`config.mk`:
```
export PLATFORM = sky130hd
export DESIGN_NAME = store_queue
export DESIGN_NICKNAME = d
export VERILOG_FILES = /design/src/design/stq_pkg.sv /design/src/design/stq_req_if.sv /design/src/design/store_queue.sv /design/src/design/stq_pipe_picker.sv /design/src/design/stq_age_matrix.sv /design/src/design/stq_entries.sv
export SDC_FILE = /design/constraint.sdc
export NUM_CORES = 1
export LEC_CHECK = 0
export CAP_MARGIN = 20
export CELL_PAD_IN_SITES_DETAIL_PLACEMENT = 2
export CELL_PAD_IN_SITES_GLOBAL_PLACEMENT = 2
export CORE_UTILIZATION = 35
export CTS_CLUSTER_SIZE = 40
export DETAILED_ROUTE_END_ITERATION = 8
export DONT_BUFFER_PORTS = 1
export PLACE_DENSITY_LB_ADDON = 0.3
export REMOVE_ABC_BUFFERS = 1
export SYNTH_ARGS = -nofsm -noshare
export SYNTH_HDL_FRONTEND = slang
export SYNTH_HIERARCHICAL = 1
export SYNTH_SLANG_ARGS = --single-unit
```
`constraint.sdc`:
```
create_clock -name clk -period 9.74 [get_ports clk]
set_clock_uncertainty 0.2 [all_clocks]
set_input_delay 1.948 -clock clk [delete_from_list [all_inputs] [get_ports clk]]
set_output_delay 1.948 -clock clk [all_outputs]
set_load 0.02 [all_outputs]
```
`src/design/stq_pkg.sv`:
```
`default_nettype none

package stq_pkg;

    // ####################
    // Widths
    // ####################

    localparam int ADDR_W = 32; // Store address.
    localparam int DATA_W = 32; // Store data.
    localparam int OPC_W  = 7;  // Major opcode field.
    localparam int SIZE_W = 2;  // Byte, half, word, double.

    // ####################
    // Opcodes
    // ####################

    // RISC-V STORE major opcode.
    localparam logic [OPC_W-1:0] OPC_STORE = 7'b0100011;

    // ####################
    // Pipe result
    // ####################

    // Action returned by the memory pipe at mm5.
    typedef enum logic [1:0] {
        ACT_NONE     = 2'd0, // No change to the entry.
        ACT_COMPLETE = 2'd1, // Store done, entry is freed.
        ACT_REPLAY   = 2'd2  // Send the store again later.
    } t_stq_action;

endpackage

`default_nettype wire
```
`src/design/stq_req_if.sv`:
```
`timescale 1ns/1ps
`default_nettype none

// Per-entry pipe requests from the entry array to the picker.
interface stq_req_if #(
    parameter int STQ_ENTRIES = 8
);

    logic [STQ_ENTRIES-1:0]          req;
    logic [STQ_ENTRIES-1:0]          gnt;  // One-hot.
    logic [stq_pkg::ADDR_W-1:0]      addr [STQ_ENTRIES];
    logic [stq_pkg::DATA_W-1:0]      data [STQ_ENTRIES];
    logic [stq_pkg::SIZE_W-1:0]      size [STQ_ENTRIES];

    modport entries (output req, output addr, output data, output size, input gnt);

    modport picker (input req, input addr, input data, input size, output gnt);

endinterface

`default_nettype wire

```
`src/design/store_queue.sv`:
```
`timescale 1ns/1ps
`default_nettype none

module store_queue #(
    parameter int STQ_ENTRIES = 8,
    parameter int ROB_ID_W    = 6
) (
    input  logic                            clk,
    input  logic                            arst_n,

    input  logic                            nuke_valid,
    input  logic [ROB_ID_W-1:0]             nuke_robid,
    input  logic [ROB_ID_W-1:0]             oldest_robid,

    input  logic                            disp_valid,
    input  logic [stq_pkg::OPC_W-1:0]       disp_opcode,
    input  logic [ROB_ID_W-1:0]             disp_robid,
    input  logic [stq_pkg::SIZE_W-1:0]      disp_size,
    output logic [$clog2(STQ_ENTRIES)-1:0]  stq_id,

    input  logic                            iss_valid,
    input  logic [stq_pkg::OPC_W-1:0]       iss_opcode,
    input  logic [$clog2(STQ_ENTRIES)-1:0]  iss_stq_id,
    input  logic [stq_pkg::ADDR_W-1:0]      iss_addr,
    input  logic [stq_pkg::DATA_W-1:0]      iss_data,

    output logic                            pipe_req,
    output logic [$clog2(STQ_ENTRIES)-1:0]  pipe_stq_id,
    output logic [stq_pkg::ADDR_W-1:0]      pipe_addr,
    output logic [stq_pkg::DATA_W-1:0]      pipe_data,
    output logic [stq_pkg::SIZE_W-1:0]      pipe_size,
    input  logic                            pipe_gnt,

    input  logic                            res_valid,
    input  logic [$clog2(STQ_ENTRIES)-1:0]  res_stq_id,
    input  stq_pkg::t_stq_action            res_action,

    output logic                            idle,
    output logic                            full,
    output logic [STQ_ENTRIES-1:0]          e_valid
);

    logic [STQ_ENTRIES-1:0] alloc;
    logic [STQ_ENTRIES-1:0] elders [STQ_ENTRIES];

    stq_req_if #(.STQ_ENTRIES(STQ_ENTRIES)) req_if ();

    stq_entries #(
        .STQ_ENTRIES (STQ_ENTRIES),
        .ROB_ID_W    (ROB_ID_W)
    ) i_entries (
        .clk, .arst_n,
        .disp_valid, .disp_opcode, .disp_robid, .disp_size, .stq_id, .alloc,
        .iss_valid, .iss_opcode, .iss_stq_id, .iss_addr, .iss_data,
        .nuke_valid, .nuke_robid, .oldest_robid,
        .res_valid, .res_stq_id, .res_action,
        .e_valid, .idle, .full,
        .req_if (req_if.entries)
    );

    stq_age_matrix #(.STQ_ENTRIES(STQ_ENTRIES)) i_age_matrix (
        .clk, .arst_n, .alloc, .e_valid, .elders
    );

    stq_pipe_picker #(.STQ_ENTRIES(STQ_ENTRIES)) i_pipe_picker (
        .req_if (req_if.picker),
        .elders, .pipe_gnt,
        .pipe_req, .pipe_stq_id, .pipe_addr, .pipe_data, .pipe_size
    );

endmodule

`default_nettype wire

```
`src/design/stq_pipe_picker.sv`:
```
`timescale 1ns/1ps
`default_nettype none

module stq_pipe_picker #(
    parameter int STQ_ENTRIES = 8
) (
    stq_req_if.picker                       req_if,
    input  logic [STQ_ENTRIES-1:0]          elders [STQ_ENTRIES],
    input  logic                            pipe_gnt,

    output logic                            pipe_req,
    output logic [$clog2(STQ_ENTRIES)-1:0]  pipe_stq_id,
    output logic [stq_pkg::ADDR_W-1:0]      pipe_addr,
    output logic [stq_pkg::DATA_W-1:0]      pipe_data,
    output logic [stq_pkg::SIZE_W-1:0]      pipe_size
);

    localparam int ID_W = $clog2(STQ_ENTRIES);

    logic [STQ_ENTRIES-1:0] win;

    // Oldest requester has no requesting elder.
    for (genvar e = 0; e < STQ_ENTRIES; e++) begin : g_win
        assign win[e] = req_if.req[e] && !(|(elders[e] & req_if.req));
    end

    assign pipe_req   = |req_if.req;
    assign req_if.gnt = pipe_gnt ? win : '0;

    // ####################
    // Payload mux
    // ####################

    always_comb begin
        pipe_stq_id = '0;
        pipe_addr   = '0;
        pipe_data   = '0;
        pipe_size   = '0;
        for (int e = 0; e < STQ_ENTRIES; e++) begin
            if (win[e]) begin
                pipe_stq_id = ID_W'(e);
                pipe_addr   = req_if.addr[e];
                pipe_data   = req_if.data[e];
                pipe_size   = req_if.size[e];
            end
        end
    end

endmodule

`default_nettype wire

```
`src/design/stq_age_matrix.sv`:
```
`timescale 1ns/1ps
`default_nettype none

module stq_age_matrix #(
    parameter int STQ_ENTRIES = 8
) (
    input  logic                    clk,
    input  logic                    arst_n,
    input  logic [STQ_ENTRIES-1:0]  alloc,   // One-hot or zero.
    input  logic [STQ_ENTRIES-1:0]  e_valid,
    output logic [STQ_ENTRIES-1:0]  elders [STQ_ENTRIES]
);

    // Row r, bit c set means entry c was dispatched before entry r.
    logic [STQ_ENTRIES-1:0] mtx [STQ_ENTRIES];

    // ####################
    // Matrix update
    // ####################

    always_ff @(posedge clk or negedge arst_n) begin
        if (!arst_n) begin
            for (int r = 0; r < STQ_ENTRIES; r++) begin
                mtx[r] <= '0;
            end
        end else begin
            for (int r = 0; r < STQ_ENTRIES; r++) begin
                if (alloc[r]) begin
                    // Everything valid now is older than the new store.
                    mtx[r] <= e_valid & ~alloc;
                end else begin
                    mtx[r] <= mtx[r] & ~alloc; // New entry is younger.
                end
            end
        end
    end

    // Stale bits of freed entries stay; the picker masks rows with requests.
    for (genvar r = 0; r < STQ_ENTRIES; r++) begin : g_rows
        assign elders[r] = mtx[r];
    end

endmodule

`default_nettype wire

```
`src/design/stq_entries.sv`:
```
`timescale 1ns/1ps
`default_nettype none

module stq_entries #(
    parameter int STQ_ENTRIES = 8,
    parameter int ROB_ID_W    = 6
) (
    input  logic                            clk,
    input  logic                            arst_n,

    input  logic                            disp_valid,
    input  logic [stq_pkg::OPC_W-1:0]       disp_opcode,
    input  logic [ROB_ID_W-1:0]             disp_robid,
    input  logic [stq_pkg::SIZE_W-1:0]      disp_size,
    output logic [$clog2(STQ_ENTRIES)-1:0]  stq_id,
    output logic [STQ_ENTRIES-1:0]          alloc,

    input  logic                            iss_valid,
    input  logic [stq_pkg::OPC_W-1:0]       iss_opcode,
    input  logic [$clog2(STQ_ENTRIES)-1:0]  iss_stq_id,
    input  logic [stq_pkg::ADDR_W-1:0]      iss_addr,
    input  logic [stq_pkg::DATA_W-1:0]      iss_data,

    input  logic                            nuke_valid,
    input  logic [ROB_ID_W-1:0]             nuke_robid,
    input  logic [ROB_ID_W-1:0]             oldest_robid,

    input  logic                            res_valid,
    input  logic [$clog2(STQ_ENTRIES)-1:0]  res_stq_id,
    input  stq_pkg::t_stq_action            res_action,

    output logic [STQ_ENTRIES-1:0]          e_valid,
    output logic                            idle,
    output logic                            full,

    stq_req_if.entries                      req_if
);

    localparam int ID_W = $clog2(STQ_ENTRIES);

    logic [STQ_ENTRIES-1:0]         e_ready;   // Address and data captured.
    logic [STQ_ENTRIES-1:0]         e_in_pipe;
    logic [ROB_ID_W-1:0]            e_robid [STQ_ENTRIES];
    logic [stq_pkg::SIZE_W-1:0]     e_size  [STQ_ENTRIES];
    logic [stq_pkg::ADDR_W-1:0]     e_addr  [STQ_ENTRIES];
    logic [stq_pkg::DATA_W-1:0]     e_data  [STQ_ENTRIES];

    logic [STQ_ENTRIES-1:0]         alloc_sel;
    logic [ID_W-1:0]                alloc_idx;
    logic                           disp_ok;
    logic                           iss_ok;
    logic [ROB_ID_W-1:0]            nuke_age;
    logic [ROB_ID_W-1:0]            e_age   [STQ_ENTRIES];
    logic [STQ_ENTRIES-1:0]         kill;
    logic [STQ_ENTRIES-1:0]         iss_hit;
    logic [STQ_ENTRIES-1:0]         res_hit;

    // ####################
    // Allocation
    // ####################

    // Walk downwards so the lowest free entry is the last one written.
    always_comb begin
        alloc_sel = '0;
        alloc_idx = '0;
        for (int i = STQ_ENTRIES - 1; i >= 0; i--) begin
            if (!e_valid[i]) begin
                alloc_sel    = '0;
                alloc_sel[i] = 1'b1;
                alloc_idx    = ID_W'(i);
            end
        end
    end

    assign disp_ok = disp_valid && (disp_opcode == stq_pkg::OPC_STORE) && !full;
    assign alloc   = disp_ok ? alloc_sel : '0;
    assign stq_id  = alloc_idx;

    assign idle = ~|e_valid;
    assign full = &e_valid;

    // ####################
    // Entry decode
    // ####################

    assign iss_ok   = iss_valid && (iss_opcode == stq_pkg::OPC_STORE);
    assign nuke_age = nuke_robid - oldest_robid; // Distance from oldest in flight.

    always_comb begin
        for (int e = 0; e < STQ_ENTRIES; e++) begin
            e_age[e]   = e_robid[e] - oldest_robid;
            kill[e]    = nuke_valid && e_valid[e] && (e_age[e] >= nuke_age);
            iss_hit[e] = iss_ok && e_valid[e] && (iss_stq_id == ID_W'(e));
            res_hit[e] = res_valid && e_valid[e] && (res_stq_id == ID_W'(e));
        end
    end

    // ####################
    // Entry state
    // ####################

    always_ff @(posedge clk or negedge arst_n) begin
        if (!arst_n) begin
            e_valid   <= '0;
            e_ready   <= '0;
            e_in_pipe <= '0;
        end else begin
            for (int e = 0; e < STQ_ENTRIES; e++) begin
                if (kill[e]) begin // Nuke wins.
                    e_valid[e]   <= 1'b0;
                    e_ready[e]   <= 1'b0;
                    e_in_pipe[e] <= 1'b0;
                end else if (alloc[e]) begin
                    e_valid[e]   <= 1'b1;
                    e_ready[e]   <= 1'b0;
                    e_in_pipe[e] <= 1'b0;
                end else begin
                    if (iss_hit[e]) e_ready[e] <= 1'b1;
                    if (req_if.gnt[e]) e_in_pipe[e] <= 1'b1;
                    if (res_hit[e] && res_action == stq_pkg::ACT_COMPLETE) begin
                        e_valid[e]   <= 1'b0;
                        e_ready[e]   <= 1'b0;
                        e_in_pipe[e] <= 1'b0;
                    end else if (res_hit[e] && res_action == stq_pkg::ACT_REPLAY) begin
                        e_in_pipe[e] <= 1'b0; // Ready again.
                    end
                end
            end
        end
    end

    always_ff @(posedge clk) begin
        for (int e = 0; e < STQ_ENTRIES; e++) begin
            if (alloc[e]) begin
                e_robid[e] <= disp_robid;
                e_size[e]  <= disp_size;
            end
            if (iss_hit[e] && !kill[e]) begin
                e_addr[e] <= iss_addr;
                e_data[e] <= iss_data;
            end
        end
    end

    // Requests toward the picker.
    assign req_if.req = e_valid & e_ready & ~e_in_pipe;

    for (genvar e = 0; e < STQ_ENTRIES; e++) begin : g_payload
        assign req_if.addr[e] = e_addr[e];
        assign req_if.data[e] = e_data[e];
        assign req_if.size[e] = e_size[e];
    end

endmodule

`default_nettype wire

```
## Word level (Yosys, flattened, before mapping)

Memory sizes are Yosys's and may differ from the RTL's.
Index checks and enable logic that the tools add are counted.

- Logic and storage cells: 527
- Memories kept: 4
- RAM bits: 576
- Input port bits: 113
- Bits in registers: 88

Memory list:

| name | depth | width | rd ports | clocked after Yosys merged registers in | write ports | RTL line | source |
|---|---|---|---|---|---|---|---|
| i_entries.e_addr | 8 | 32 | 8 | 0 | 1 | stq_entries.sv:45 | `logic [stq_pkg::ADDR_W-1:0] e_addr [STQ_ENTRIES];` |
| i_entries.e_data | 8 | 32 | 8 | 0 | 1 | stq_entries.sv:46 | `logic [stq_pkg::DATA_W-1:0] e_data [STQ_ENTRIES];` |
| i_entries.e_robid | 8 | 6 | 8 | 0 | 1 | stq_entries.sv:43 | `logic [ROB_ID_W-1:0] e_robid [STQ_ENTRIES];` |
| i_entries.e_size | 8 | 2 | 8 | 0 | 1 | stq_entries.sv:44 | `logic [stq_pkg::SIZE_W-1:0] e_size [STQ_ENTRIES];` |

- Multiplexer cells: 269
- Equality and inequality tests: 18
- Add/sub/neg operators: 9
- Order comparisons: 8
- Bitwise gates (word level): 21
- Reduce and logical (&&, ||, !) cells: 166

Operator list:

| kind | count |
|---|---|
| $mux 32 | 30 |
| $reduce_or 32->1 | 14 |
| $mux 1 | 157 |
| $and 8x8->8 | 19 |
| $mux 8 | 18 |
| $mux 3 | 40 |
| $logic_and 1x1->1 | 83 |
| $reduce_or 8->1 | 10 |
| $sub 6x6->6 | 9 |
| $ge 6x6->1 | 8 |
| $mux 6 | 7 |
| $reduce_or 6->1 | 7 |
| $reduce_bool 5->1 | 8 |
| $mux 2 | 17 |
| $reduce_bool 4->1 | 8 |
| $eq 3x3->1 const B | 8 |
| $reduce_bool 3->1 | 8 |
| $logic_not 1->1 | 18 |
| $not 8->8 | 2 |
| $eq 7x6->1 const B | 2 |
| $reduce_or 2->1 | 7 |
| $eq 3x2->1 const B | 4 |
| $reduce_and 8->1 | 1 |
| $eq 3x1->1 const B | 2 |
| other kinds (3) | 4 |

## Depth between registers and ports, before layout

- Depth after elaboration: 19
- Mapped depth: 14
- Depth with buffers taken out: 13

## By module

The synthesis kept the hierarchy.

Modules (own cells, without submodules):

| module | instances | cells each | area an instance (µm²) |
|---|---|---|---|
| stq_entries | 1 | 1101 | 21485.6 |
| stq_pipe_picker | 1 | 637 | 4526.8 |
| stq_age_matrix | 1 | 200 | 2692.6 |

## Worst setup path after synthesis

No wires, ideal clock.

- Kind: input -> register
- Start: in oldest_robid[1]
- End: mem i_entries/e_addr[1][0] (netlist bit) (enable)
- Setup slack: -0.144 ns
- Data required time: 8.956 ns
- Library setup time: 0.584 ns
- Arrival time: 9.100 ns
- Stages on the path: 10
- Path buffers: 0
- Cell sequence: inv_1 -> ha_1 -> nor2b_1 -> o31a_1 -> a21o_1 -> ha_1 -> o221ai_1 -> nand2_1 -> maj3_1 -> a21boi_0

- Longest elaborated chain between the ends: 15

Ends and longest elaborated chain:

| item | RTL line | source |
|---|---|---|
| start, declared | store_queue.sv:13 | `input logic [ROB_ID_W-1:0] oldest_robid,` |
| $sub 6x6->6 (on tied branches) | stq_entries.sv:91, stq_entries.sv:87 |  |
| $ge 6x6->1 | stq_entries.sv:92 | `kill[e] = nuke_valid && e_valid[e] && (e_age[e] >= nuke_age);` |
| $logic_and 1x1->1 | stq_entries.sv:92 |  |
| $logic_not 1->1 | stq_entries.sv:138 | `if (iss_hit[e] && !kill[e]) begin` |
| $logic_and 1x1->1 | stq_entries.sv:138 |  |
| $mux 1 | stq_entries.sv:138 |  |
| $mux 1 (not written as such) | stq_entries.sv:139 | `e_addr[e] <= iss_addr;` |
| $reduce_or 32->1 (no source line) | -- |  |
| $mux 3 (no source line) / $mux 1 (equally long branches) (7 in a row) | -- |  |
| end, declared | stq_entries.sv:45 |  |

Several ways; a longest one is shown, not always the timed one.

## Worst setup path after layout

- Start: reg i_entries.e_valid[0]
- End: out pipe_data[0] (netlist bit)

- Longest elaborated chain between the ends: 14

Ends and longest elaborated chain:

| item | RTL line | source |
|---|---|---|
| start, declared | stq_entries.sv:32 | `output logic [STQ_ENTRIES-1:0] e_valid,` |
| start signal, assigned | stq_entries.sv:104 | `e_valid <= '0;` |
| start signal, assigned by index | stq_entries.sv:110 | `e_valid[e] <= 1'b0;` |
| start signal, assigned by index | stq_entries.sv:114 | `e_valid[e] <= 1'b1;` |
| $and 8x8->8 * (2 in a row) | stq_entries.sv:146 | `assign req_if.req = e_valid & e_ready & ~e_in_pipe;` |
| named net req_if.req[0] | stq_req_if.sv:9 | `logic [STQ_ENTRIES-1:0] req;` |
| $and 8x8->8 | stq_pipe_picker.sv:24 | `assign win[e] = req_if.req[e] && !(\|(elders[e] & req_if.req));` |
| $reduce_or 8->1 | stq_pipe_picker.sv:24 |  |
| $logic_not 1->1 | stq_pipe_picker.sv:24 |  |
| $logic_and 1x1->1 | stq_pipe_picker.sv:24 |  |
| $mux 32 (7 in a row) | stq_pipe_picker.sv:40 | `if (win[e]) begin` |
| $mux 32 * | stq_pipe_picker.sv:40 |  |
| end, declared | store_queue.sv:30 | `output logic [stq_pkg::DATA_W-1:0] pipe_data,` |

The timed path passes the listed nets; every way through them passes the cells marked *.

==> results.cfg <==
[synthesis]
synth_area_per_cell_um2 = 14.8
yosysTopAreaCellShare_pct = 60.3
yosysMostFrequentCell = edfxtp_1
synth_edf_count = 576
synthArstFlopShare_pct = 13.3
synthFlopType = edfxtp_1
synth.distinct_cells = 72
netlist_area_um2 = 28700
synth_top_area_cell = edfxtp_1
synth_seq_cells = 664
synthTopCellsByArea = edfxtp_1 60%, dfrtp_1 7.7%, a221o_1 4.5%, ha_1 3.0%, a22oi_1 2.2%
synthTopCellsByCount = 576 x edfxtp_1, 130 x a221o_1, 116 x nor2_1
yosysSeqAreaShare_pct = 67.9
ys.warnings.count = 6
netlist_instances = 1938

[sta]
final_hold_viol_count = 0
maxSlewViolCount = 0
rsz0062_at_grt = no
max_slew_margin_pct = 17.8
fin_crit_ns = 7.38
finalSetupViolations = 0
layout_setup_ws_ns = 2.36
tightest_slew_ns = 1.23
max_freq_ghz = 0.136
period_share_pct = 75.7
setup_tns_ns = 0

[clock_network]
clkLatencyLatePin_ns = 0.62
cts_buffers = 73
ctsHoldBuffers = 0
htree_levels = 3
clk_pin_slew_worst_paths_ns = 0.06
post_cts_buffers = 0
cts_tree = built
cts.sinks = 664
cts_max_path_buffers = 3
cts_root_buffer = clkbuf_16
cts_resized = 0

[grt]
overflow = 0
grt_pass1_vias = 20301
antenna_found_initial = 1
grt_pass1_wl_um = 139000
grt-busiest-layer = met2
globalRouteMet2Util_pct = 40.0
met3_usage_pct = 4.91
grt_use_total_pct = 23.0
use_met1_pct = 27.8
grt_start_max_net_pins = 89

[die]
die-area_um2 = 83200
rows = 104
fp.dieW_um = 288
initial_core_util_pct = 35.5
die_y_um = 288
io_pins = 196
core-area_um2 = 80800

[worst_setup_path]
arrival_ns = 5.23
path_class = reg2out
cp_max_fo = 23
cp-start-kind = register
endpoint_kind = primary output
cp.required_ns = 7.59

[power]
power_frac_seq_pct = 52.0
p_comb_share_pct = 3.3
p_per_area_nw_per_um2 = 186
p_clk_share_pct = 44.7
switching_share_pct = 21.6
ir_drop_mv = 0.155
leakage_nw = 10.8
p_int_w = 0.00467
power_switching_w = 0.00128

[finish]
final_area_um2 = 32000
syn_to_final_growth_pct = 11.4
fin_nets = 2125
drive_above_1_share_pct = 10.1
final_util_pct = 39.6
diodes = 0
fin_cells = 3049

[job]
max_cap_violations = 0

[drt]
routed_wl_um = 96300
via_per_inst = 5.95
drt_iter0_markers = 1286
route.detailed.drc = 7
first_pass_iters = 7
ant_nets = 0
vias = 18130
post_drt_wl_per_cell_um = 31.6

[placement]
placed_area_um2 = 29700
dpl.hpwl_um = 57700
dp_cells = 2918
post-place-ws_ns = 2.71
gp_congestion = 0.788
place.port_buffers = 0

[worst_hold_path]
hold_class = reg2reg

[outcome]
violations = DRC
outcome = complete, but fails checks
-- state kept, by name, indices dropped and copies added, names as in the netlist, named ones only --
name and count:
i_entries/e_addr 256, i_entries/e_data 256, i_age_matrix/elders 61, i_entries/e_valid 8, i_entries/e_ready 8, i_entries/e_size 16, i_entries/e_in_pipe 8, i_entries/e_robid 48
-- placed cells by master (no fill, tap or decap), drive strengths merged, types with 4 or more instances in the layout --
master	instances
fa	9
nor3b	6
a21oi	99
nor3	26
o21ai	103
and3	9
or2	4
ha	69
nand4b	5
a31oi	11
nand2b	10
a221o	130
o21a	74
o2111a	4
o31a	7
and2	10
buf	49
maj3	8
o211ai	75
nor2b	18
nand3	16
xor2	20
clkinv	27
nand2	39
nor2	118
mux2i	56
o22ai	7
a21o	11
inv	35
a22oi	85
xnor2	18
clkbuf	99
nand4	12
and2b	8
a211oi	6
a21boi	4
edfxtp	576
dfrtp	88
-- worst paths after layout --
path	slack, ns	cells after the start	end	from
max	2.36	10	pipe_data[0]	i_entries/e_valid[0]$_DFFE_PN0P_
min in group asynchronous	0.84	0	i_entries/e_in_pipe[2]$_DFFE_PN0P_	arst_n
max in group asynchronous	8.34	0	i_age_matrix/elders[10]$_DFF_PN0_	arst_n
max reg2reg	4.92	13	i_entries/e_addr[0][85]$_DFFE_PP_	i_entries/e_robid[0][13]$_DFFE_PP_
min	0.30	1	i_age_matrix/elders[56]$_DFF_PN0_	i_age_matrix/elders[56]$_DFF_PN0_
min reg2reg	0.30	1	i_age_matrix/elders[56]$_DFF_PN0_	i_age_matrix/elders[56]$_DFF_PN0_
-- cell families after synthesis --
| kind of cell | count (synthesis) | share of synthesized area [%] |
|---|---|---|
| DFF | 664 | 67.9 |
| adders and majority gates | 86 | 3.92 |
| and+or+nand+nor | 298 | 5.36 |
| AOI/OAI and AO/OA | 635 | 16.2 |
| xor gates and xnor gates | 38 | 1.16 |
| muxes | 56 | 1.95 |
| buffers and inverters | 161 | 3.46 |
-- through the flow --
stage	power, W	hold WS, ns
after floorplan	0.00328	0.264
after global placement	0.00334	0.277
after detailed placement	0.00335	0.284
after CTS	0.00601	0.301
after global routing	0.00612	0.312
final	0.00595	0.298
-- power by group through the flow --
stage,Clock (W),Sequential (W),Combinational (W)
2_1_floorplan,0,0.00316,0.000129
3_3_place_gp,0,0.00316,0.000186
3_5_place_dp,0,0.00316,0.000197
4_1_cts,0.00272,0.00310,0.000198
5_1_grt,0.00280,0.00310,0.000217
6_report,0.00266,0.00310,0.000196
-- critical path, cell delays in order, from the launching register on --
cell and delay, ns:
dfrtp_1 0.33, buf_4 0.34, nand2_1 0.09, nor2_1 0.83
a22oi_1 0.21, and4b_1 0.30, a211oi_1 0.35, nor2b_4 0.87
buf_4 0.48, a21oi_1 0.14, o21ai_0 0.64
-- layout make-up --
cell class / count / area [um^2]
Clock buffer: 99 / 2040
Fill cell: 7907 / 48800
Sequential cell: 664 / 19500
Clock inverter: 31 / 219
Inverter: 33 / 124
Tap cell: 1060 / 1330
Timing Repair Buffer: 49 / 404
Multi-Input combinational cell: 1113 / 8370
-- routing by layer --
metal | share of wire, % | wire length [um] | vias to the layer above
li1 | - | - | 7727
met1 | 40 | 38700 | 9726
met2 | 50 | 48600 | 505
met3 | 5.9 | 5680 | 172
met4 | 3.4 | 3320 | 0
met5 | 0 | 0 | -
No activity file was read; power rests on OpenSTA's default activity.
